[config.mk]
export PLATFORM = sky130hd
export DESIGN_NAME = sd_cmd_top
export DESIGN_NICKNAME = d
export VERILOG_FILES = /design/src/rtl/sd_cmd_pkg.sv /design/src/rtl/crc7_if.sv /design/src/rtl/crc7_unit.sv /design/src/rtl/cmd_shifter.sv /design/src/rtl/sd_cmd_ctrl.sv /design/src/rtl/sd_cmd_top.sv
export SDC_FILE = /design/constraint.sdc
export NUM_CORES = 1
export LEC_CHECK = 0
export ABC_AREA = 1
export BUFFER_PORTS_ARGS = -buffer_cell sky130_fd_sc_hd__clkbuf_2
export CORE_UTILIZATION = 49
export DETAILED_ROUTE_END_ITERATION = 10
export GPL_ROUTABILITY_DRIVEN = 0
export PLACE_DENSITY_LB_ADDON = 0.15
export SLEW_MARGIN = 20
export SYNTH_ARGS = -nofsm -noshare
export SYNTH_HDL_FRONTEND = slang
export SYNTH_HIERARCHICAL = 1
export SYNTH_SLANG_ARGS = --single-unit
[constraint.sdc]
create_clock -name clk_fast -period 1.8 [get_ports clk_fast]
set_input_delay 0.54 -clock clk_fast [delete_from_list [all_inputs] [get_ports clk_fast]]
set_output_delay 0.54 -clock clk_fast [all_outputs]
set_load 0.1 [all_outputs]
[src/rtl/sd_cmd_pkg.sv]
package sd_cmd_pkg;

    // =========================================================================
    // Frame widths
    // =========================================================================
    localparam int CMD_BITS        = 48;
    localparam int CRC7_BITS       = 7;
    localparam int RESP_SHORT_BITS = 48;
    localparam int RESP_LONG_BITS  = 136;

    // Bits covered by the CRC7 (start bit up to the last payload bit)
    localparam int CMD_DATA_BITS   = CMD_BITS - CRC7_BITS - 1;
    localparam int RESP_SHORT_BODY = RESP_SHORT_BITS - CRC7_BITS - 1;
    localparam int RESP_LONG_BODY  = RESP_LONG_BITS - CRC7_BITS - 1;

    // =========================================================================
    // Types
    // =========================================================================
    // Expected response after a command
    typedef enum logic [1:0] {
        RESP_NONE = 2'b00,
        RESP_48   = 2'b01,
        RESP_136  = 2'b10
    } resp_type_t;

    // Bit down-counter, must hold RESP_LONG_BITS
    typedef logic [7:0] resp_count_t;

    // Command word and shift register contents
    typedef logic [CMD_BITS-1:0] cmd_word_t;

endpackage

[src/rtl/crc7_if.sv]
interface crc7_if;

    // Clear and shift strobes from the controller
    logic       clr;
    logic       en;

    // Serial data bit from the shifter
    logic       din;

    // Running remainder, bit 6 is the next CRC bit out
    logic [6:0] crc;

    modport ctrl (output clr, output en, input crc);

    modport feed (output din, input crc);

    modport unit (input clr, input en, input din, output crc);

endinterface

[src/rtl/crc7_unit.sv]
module crc7_unit
    import sd_cmd_pkg::*;
(
    input  logic clk_fast,
    input  logic init_resetPulse,
    crc7_if.unit crc
);

    // x^7 + x^3 + 1, the x^7 term is implied by the feedback
    localparam logic [CRC7_BITS-1:0] POLY = 7'h09;

    logic [CRC7_BITS-1:0] crc_q;
    logic                 fb;

    // With din equal to the top bit the feedback is zero, so the
    // register just shifts out the remainder MSB first
    assign fb      = crc.din ^ crc_q[CRC7_BITS-1];
    assign crc.crc = crc_q;

    always_ff @(posedge clk_fast) begin
        if (init_resetPulse) begin
            crc_q <= '0;
        end else if (crc.clr) begin
            crc_q <= '0;
        end else if (crc.en) begin
            crc_q <= {crc_q[CRC7_BITS-2:0], 1'b0} ^ ({CRC7_BITS{fb}} & POLY);
        end
    end

    // Clear and shift come from separate FSM states in the controller
    a_clr_en_apart: assert property (
        @(posedge clk_fast) disable iff (init_resetPulse)
        !(crc.clr && crc.en)
    );

endmodule

[src/rtl/cmd_shifter.sv]
module cmd_shifter
    import sd_cmd_pkg::*;
#(
    parameter int TURNAROUND_CYCLES = 3
) (
    input  logic      clk_fast,
    input  logic      init_resetPulse,
    input  logic      load,
    input  cmd_word_t load_word,
    input  logic      drive,
    input  logic      crc_insert,
    input  logic      sd_cmd_in,
    output logic      sd_cmd_out,
    output logic      sd_cmd_oe,
    output logic      rx_bit,
    output cmd_word_t shift_word,
    crc7_if.feed      tx_feed,
    crc7_if.feed      rx_feed
);

    localparam int MASK_W = $clog2(TURNAROUND_CYCLES + 1);

    cmd_word_t         sreg;
    logic              oe_q;
    logic              rx_q;
    logic [MASK_W-1:0] mask_cnt;
    logic              top_bit;

    // CRC bits take the place of the top bit during insertion
    assign top_bit     = crc_insert ? tx_feed.crc[CRC7_BITS-1] : sreg[CMD_BITS-1];
    assign sd_cmd_out  = top_bit;
    assign sd_cmd_oe   = oe_q;
    assign rx_bit      = rx_q;
    assign shift_word  = sreg;
    assign tx_feed.din = top_bit;
    assign rx_feed.din = rx_q;

    // Shared command / response shift register, MSB leaves first
    always_ff @(posedge clk_fast) begin
        if (load) begin
            sreg <= load_word;
        end else begin
            sreg <= {sreg[CMD_BITS-2:0], rx_q};
        end
    end

    // Output enable follows drive by one cycle, then the line is
    // ignored while it turns around to the card
    always_ff @(posedge clk_fast) begin
        if (init_resetPulse) begin
            oe_q     <= 1'b0;
            rx_q     <= 1'b1;
            mask_cnt <= '0;
        end else begin
            oe_q <= drive;
            rx_q <= (oe_q || (mask_cnt != '0)) ? 1'b1 : sd_cmd_in;
            if (oe_q) begin
                mask_cnt <= MASK_W'(TURNAROUND_CYCLES);
            end else if (mask_cnt != '0) begin
                mask_cnt <= mask_cnt - 1'b1;
            end
        end
    end

    a_no_load_while_driving: assert property (
        @(posedge clk_fast) disable iff (init_resetPulse)
        !(load && sd_cmd_oe)
    );

endmodule

[src/rtl/sd_cmd_ctrl.sv]
module sd_cmd_ctrl
    import sd_cmd_pkg::*;
(
    input  logic       clk_fast,
    input  logic       init_resetPulse,
    input  logic       cmd_trigger,
    input  resp_type_t cmd_resp_type,
    input  logic       rx_bit,
    input  cmd_word_t  shift_word,
    output logic       load,
    output logic       drive,
    output logic       crc_insert,
    crc7_if.ctrl       tx_crc,
    crc7_if.ctrl       rx_crc,
    output logic       cmd_done,
    output logic       resp_done,
    output cmd_word_t  resp_data,
    output logic       resp_crc_err
);

    typedef enum logic [2:0] {
        C_IDLE,
        C_CLR,
        C_DATA,
        C_CRC,
        C_END,
        C_DONE
    } cmd_state_t;

    typedef enum logic [2:0] {
        R_IDLE,
        R_WAIT,
        R_BODY,
        R_CRC,
        R_END
    } resp_state_t;

    cmd_state_t  cmd_state;
    resp_state_t resp_state;
    resp_count_t cmd_cnt;
    resp_count_t resp_cnt;
    resp_count_t body_start;
    logic        trig_q;
    logic        trig_seen;

    // A toggle during a command waits until the command is out
    assign trig_seen = (cmd_state == C_IDLE) && (cmd_trigger != trig_q);

    // Start bit is consumed in R_WAIT, the rest of the body is counted here
    assign body_start = (cmd_resp_type == RESP_136) ? resp_count_t'(RESP_LONG_BODY - 2)
                                                    : resp_count_t'(RESP_SHORT_BODY - 2);

    // =========================================================================
    // Shifter and CRC strobes
    // =========================================================================
    assign load       = (cmd_state == C_CLR);
    assign drive      = (cmd_state == C_CLR) || (cmd_state == C_DATA) || (cmd_state == C_CRC);
    assign crc_insert = (cmd_state == C_CRC);

    assign tx_crc.clr = (cmd_state == C_CLR);
    assign tx_crc.en  = (cmd_state == C_DATA) || (cmd_state == C_CRC);

    // Idle line keeps the rx CRC cleared; the start bit is its first input
    assign rx_crc.clr = (resp_state == R_WAIT) && rx_bit;
    assign rx_crc.en  = ((resp_state == R_WAIT) && !rx_bit) ||
                        (resp_state == R_BODY) || (resp_state == R_CRC);

    // =========================================================================
    // Command and response FSMs
    // =========================================================================
    always_ff @(posedge clk_fast) begin
        if (init_resetPulse) begin
            cmd_state    <= C_IDLE;
            resp_state   <= R_IDLE;
            cmd_cnt      <= '0;
            resp_cnt     <= '0;
            trig_q       <= 1'b0;
            cmd_done     <= 1'b0;
            resp_done    <= 1'b0;
            resp_crc_err <= 1'b0;
        end else begin
            if (cmd_state == C_IDLE) begin
                trig_q <= cmd_trigger;
            end

            case (resp_state)
                R_WAIT: begin
                    if (!rx_bit) begin
                        resp_crc_err <= 1'b0;
                        resp_cnt     <= body_start;
                        resp_state   <= R_BODY;
                    end
                end
                R_BODY: begin
                    if (resp_cnt == '0) begin
                        resp_cnt   <= resp_count_t'(CRC7_BITS - 1);
                        resp_state <= R_CRC;
                    end else begin
                        resp_cnt <= resp_cnt - 1'b1;
                    end
                end
                R_CRC: begin
                    // Bitwise compare against the remainder as it shifts out
                    if (rx_bit != rx_crc.crc[CRC7_BITS-1]) begin
                        resp_crc_err <= 1'b1;
                    end
                    if (resp_cnt == '0) begin
                        resp_state <= R_END;
                    end else begin
                        resp_cnt <= resp_cnt - 1'b1;
                    end
                end
                R_END: begin
                    if (!rx_bit) begin
                        resp_crc_err <= 1'b1;
                    end
                    resp_done  <= !resp_done;
                    resp_state <= R_IDLE;
                end
                default: begin
                end
            endcase

            // Command FSM comes last so an abort wins over the response FSM
            case (cmd_state)
                C_IDLE: begin
                    if (trig_seen) begin
                        resp_state <= R_IDLE;
                        cmd_state  <= C_CLR;
                    end
                end
                C_CLR: begin
                    cmd_cnt   <= resp_count_t'(CMD_DATA_BITS - 1);
                    cmd_state <= C_DATA;
                end
                C_DATA: begin
                    if (cmd_cnt == '0) begin
                        cmd_cnt   <= resp_count_t'(CRC7_BITS - 1);
                        cmd_state <= C_CRC;
                    end else begin
                        cmd_cnt <= cmd_cnt - 1'b1;
                    end
                end
                C_CRC: begin
                    if (cmd_cnt == '0) begin
                        cmd_state <= C_END;
                    end else begin
                        cmd_cnt <= cmd_cnt - 1'b1;
                    end
                end
                C_END: begin
                    cmd_state <= C_DONE;
                end
                C_DONE: begin
                    cmd_done   <= !cmd_done;
                    resp_state <= (cmd_resp_type == RESP_NONE) ? R_IDLE : R_WAIT;
                    cmd_state  <= C_IDLE;
                end
                default: begin
                    cmd_state <= C_IDLE;
                end
            endcase
        end
    end

    // Last 48 bits of the response, end bit included
    always_ff @(posedge clk_fast) begin
        if (resp_state == R_END) begin
            resp_data <= {shift_word[CMD_BITS-2:0], rx_bit};
        end
    end

    // Response type picks the body length at the start bit, so it holds until then
    a_resp_type_stable: assert property (
        @(posedge clk_fast) disable iff (init_resetPulse)
        ((resp_state == R_WAIT) && !trig_seen) |-> $stable(cmd_resp_type)
    );

endmodule

[src/rtl/sd_cmd_top.sv]
module sd_cmd_top
    import sd_cmd_pkg::*;
#(
    parameter int TURNAROUND_CYCLES = 3
) (
    input  logic       clk_fast,
    input  logic       init_resetPulse,
    input  logic       cmd_trigger,
    input  cmd_word_t  cmd_data,
    input  resp_type_t cmd_resp_type,
    input  logic       sd_cmd_in,
    output logic       sd_cmd_out,
    output logic       sd_cmd_oe,
    output logic       cmd_done,
    output logic       resp_done,
    output cmd_word_t  resp_data,
    output logic       resp_crc_err
);

    logic      load;
    logic      drive;
    logic      crc_insert;
    logic      rx_bit;
    cmd_word_t shift_word;

    // tx side checks the outgoing top bit, rx side the staged input
    crc7_if tx_crc ();
    crc7_if rx_crc ();

    sd_cmd_ctrl u_ctrl (
        .clk_fast        (clk_fast),
        .init_resetPulse (init_resetPulse),
        .cmd_trigger     (cmd_trigger),
        .cmd_resp_type   (cmd_resp_type),
        .rx_bit          (rx_bit),
        .shift_word      (shift_word),
        .load            (load),
        .drive           (drive),
        .crc_insert      (crc_insert),
        .tx_crc          (tx_crc),
        .rx_crc          (rx_crc),
        .cmd_done        (cmd_done),
        .resp_done       (resp_done),
        .resp_data       (resp_data),
        .resp_crc_err    (resp_crc_err)
    );

    cmd_shifter #(
        .TURNAROUND_CYCLES (TURNAROUND_CYCLES)
    ) u_shifter (
        .clk_fast        (clk_fast),
        .init_resetPulse (init_resetPulse),
        .load            (load),
        .load_word       (cmd_data),
        .drive           (drive),
        .crc_insert      (crc_insert),
        .sd_cmd_in       (sd_cmd_in),
        .sd_cmd_out      (sd_cmd_out),
        .sd_cmd_oe       (sd_cmd_oe),
        .rx_bit          (rx_bit),
        .shift_word      (shift_word),
        .tx_feed         (tx_crc),
        .rx_feed         (rx_crc)
    );

    crc7_unit u_tx_crc (
        .clk_fast        (clk_fast),
        .init_resetPulse (init_resetPulse),
        .crc             (tx_crc)
    );

    crc7_unit u_rx_crc (
        .clk_fast        (clk_fast),
        .init_resetPulse (init_resetPulse),
        .crc             (rx_crc)
    );

endmodule

==> impl_metrics.ini <==
[cts]
cts_hold_buf = 0
clkLatencyLatePin_ns = 0.52
clockRootBuffer = clkbuf_8
tritoncts = yes
clock_sinks = 140
ctsHtreeMaxLevel = 4
path_clk_slew_ns = 0.07
clock_path_buffers = 2
numCtsBuffers = 17

[global_routing]
grt_overflow = 0
grt_pass1_vias = 3927
grt_first_pass_wirelength_um = 17400
grt_usage = 0.192
antenna_found_initial = 0
grt_max_degree = 97

[finish]
syn2layout_area_growth_pct = 26.6
fin_nets = 781
layout_common_cells = nand2_1 (121), inv_1 (96), dfxtp_1 (89)
antennaDiodeCount = 0
mostFrequentLayoutCell = nand2_1
layout-drive-gt1-share = 0.260
utilization = 0.640

[floorplan]
die-area_sq_mm = 0.0117
die_h_um = 108
die-width_um = 108
initial_core_util = 0.506
core_sq_mm = 0.0109
num_rows = 38
io_pins = 107

[synth]
synth-async-reset-ratio = 0
synth_edf_count = 48
ys_seq_area_frac = 0.596
synth-xor-area-share = 0.0127
yosys_warnings = 6
yosysTopAreaCell = dfxtp_1
synth_cells = 607
synthDistinctLibCells = 33
synthAdderAreaFrac = 0.0114
syn_area_per_cell_sq_um = 9.07
synth_compound_area_frac = 0.0921
netlist_area_sq_mm = 0.00550
yosys-mux-area-fraction = 0
synth_ff_type = dfxtp_1
yosys.area_share.simple = 0.182
ys_ff_latch = 140
synth_top_cell_area_share = 0.335
syn_nets = 666
synthTopCellsByArea = dfxtp_1 (33%), edfxtp_1 (26%), nand2_1 (8.3%), inv_1 (6.8%), o21ai_0 (3.9%)
synth_top_family_by_area = simple AND/OR/NAND/NOR gates

[setup_path]
critPathLaunch = u_ctrl/cmd_state[1]
cp_max_fo = 5
worstPathArrival_ns = 1.40
worst_ep_required_time_ns = 1.26
start_kind = flip-flop
worstSetupEndpointType = output port
critPathSlowestCell = dfxtp_2
path_cells = nand3_2 -> inv_2 -> nand2_2 -> o21ai_4 -> buf_12
r2r-start = u_ctrl/resp_state[2]
worstSetupPathType = reg2out
critPathMaxStageDelay_ns = 0.37

[route]
route.detailed.drc = 0
routed_via_density = 4.74
drt_iter0_markers = 313
ant_nets = 0
wl_per_cell_um = 12.0
drtPass1Iterations = 4
vias = 4151
wirelength_um = 10500

[placed_design]
port_buffers = 106
dp_hpwl_um = 7050
place_ws_ns = 0.138

[power]
power_frac_seq = 0.412
switching_power_w = 0.00375
power.density_mw_per_mm2 = 1620
p_int_w = 0.00755
power_leakage_nw = 3.17
clkPwrFrac = 0.323
ir_worst_vdd_mv = 0.947
p_comb_frac = 0.265
switching_share = 0.332

[timing]
worst_slew_pin_slew_ns = 0.366
maxSlewViolCount = 0
relSlewSlack = 0.756
finalCritPeriodShare = 1.08
period_minus_slack_ns = 1.94
hold_violations = 0
layout_setup_ws_ns = -0.144
rsz0062_at_grt = yes
fmax_ghz = 0.515
clock_skew_ns = 0.0109
setup_viol = 1

[hold_path]
hold_start = sd_cmd_in
hold_class = in2reg

[outcome]
status = finished with violations
violations = setup timing

[flow_run]
maxCapViolations = 0
-- final cells by class --
| class | count | area (sq um) |
|---|---|---|
| repair buffers | 117 | 790 |
| clock buffers | 18 | 418 |
| multi-input cells | 334 | 1660 |
| fillers | 919 | 3920 |
| clock inverters | 14 | 210 |
| well taps | 140 | 175 |
| flip-flops and latches | 140 | 3290 |
| inverters | 112 | 427 |
-- path summary, 6_finish.rpt --
kind / endpoint / slack (ns) / cells past startpoint
worst max-delay path: sd_cmd_out / -0.14 / 5
worst min-delay path: u_shifter/rx_bit / 0.22 / 3
worst max register to register: u_rx_crc/crc.crc[6] / 0.26 / 8
worst min register to register: u_ctrl/resp_data[39] / 0.42 / 0
-- state kept, by name (all words and copies together), names as in the netlist --
register              count
u_ctrl/cmd_cnt            8
u_ctrl/cmd_done           1
u_ctrl/cmd_state          3
u_ctrl/resp_cnt           8
u_ctrl/resp_crc_err       1
u_ctrl/resp_data         48
u_ctrl/resp_done          1
u_ctrl/resp_state         3
u_ctrl/trig_q             1
u_rx_crc/crc.crc          7
u_shifter/mask_cnt        2
u_shifter/rx_bit          1
u_shifter/sd_cmd_oe       1
u_shifter/shift_word     48
u_tx_crc/crc.crc          7
-- cell usage after synthesis (all sizes together), types with 2 or more instances --
master,number
a211oi,9
a21oi,18
buf,15
clkbuf,6
dfxtp,92
edfxtp,48
ha,5
inv,111
nand2,130
nand3,31
nand4,4
nor2,57
nor3,3
o21ai,63
o21bai,2
or2,3
xnor2,2
xor2,6
-- power groups by stage --
stage / logic (W) / registers (W) / clock network [W]
global placement: 0.00277 / 0.00467 / 0
floorplan: 0.00241 / 0.00467 / 0
detailed placement: 0.00289 / 0.00471 / 0
finish: 0.00300 / 0.00465 / 0.00365
global route: 0.00345 / 0.00475 / 0.00386
CTS: 0.00301 / 0.00465 / 0.00374
-- cell families after synthesis --
| family | count (synthesis) |
|---|---|
| AO/OA/AOI/OAI | 92 |
| adder cells (fa/ha/maj) | 5 |
| flip-flops | 140 |
| AND/OR/NAND/NOR | 229 |
| buffers and inverters | 133 |
| XOR/XNOR | 8 |
-- metal layers --
metal | global-route usage | vias up | wire length, um
met5 | 0 | - | 0
met3 | 0.0434 | 13 | 496
met2 | 0.319 | 104 | 4970
li1 | - | 2146 | -
met1 | 0.239 | 1888 | 4870
met4 | 0.0851 | 0 | 153
-- critical path: cells and delay by family (launching register included) --
family | cells | cell delay [ns]
flip-flops | 1 | 0.37
buffers and inverters | 2 | 0.28
AND/OR/NAND/NOR | 2 | 0.15
AO/OA/AOI/OAI | 1 | 0.08
-- per-stage QoR --
stage | std cells | total power, W | cell area [sq um] | hold WS [ns] | TNS [ns]
6_report | 875 | 0.0113 | 6970 | 0.219 | -0.144
5_1_grt | 875 | 0.0121 | 6970 | 0.217 | -0.227
4_1_cts | 874 | 0.0114 | 6960 | 0.200 | -0.177
2_1_floorplan | 607 | 0.00708 | 5520 | 0.408 | 0
3_3_place_gp | 838 | 0.00744 | 6150 | 0.410 | 0
3_5_place_dp | 838 | 0.00760 | 6150 | 0.413 | 0
-- timing repair --
action | in CTS | in global routing
gates resized for setup | 62 | 0
gates cloned | 0 | 0
buffers inserted | 4 | 1
pin swaps | 1 | 0
setup endpoints to repair | 53 | 1
(Power assumes the default switching activity.)
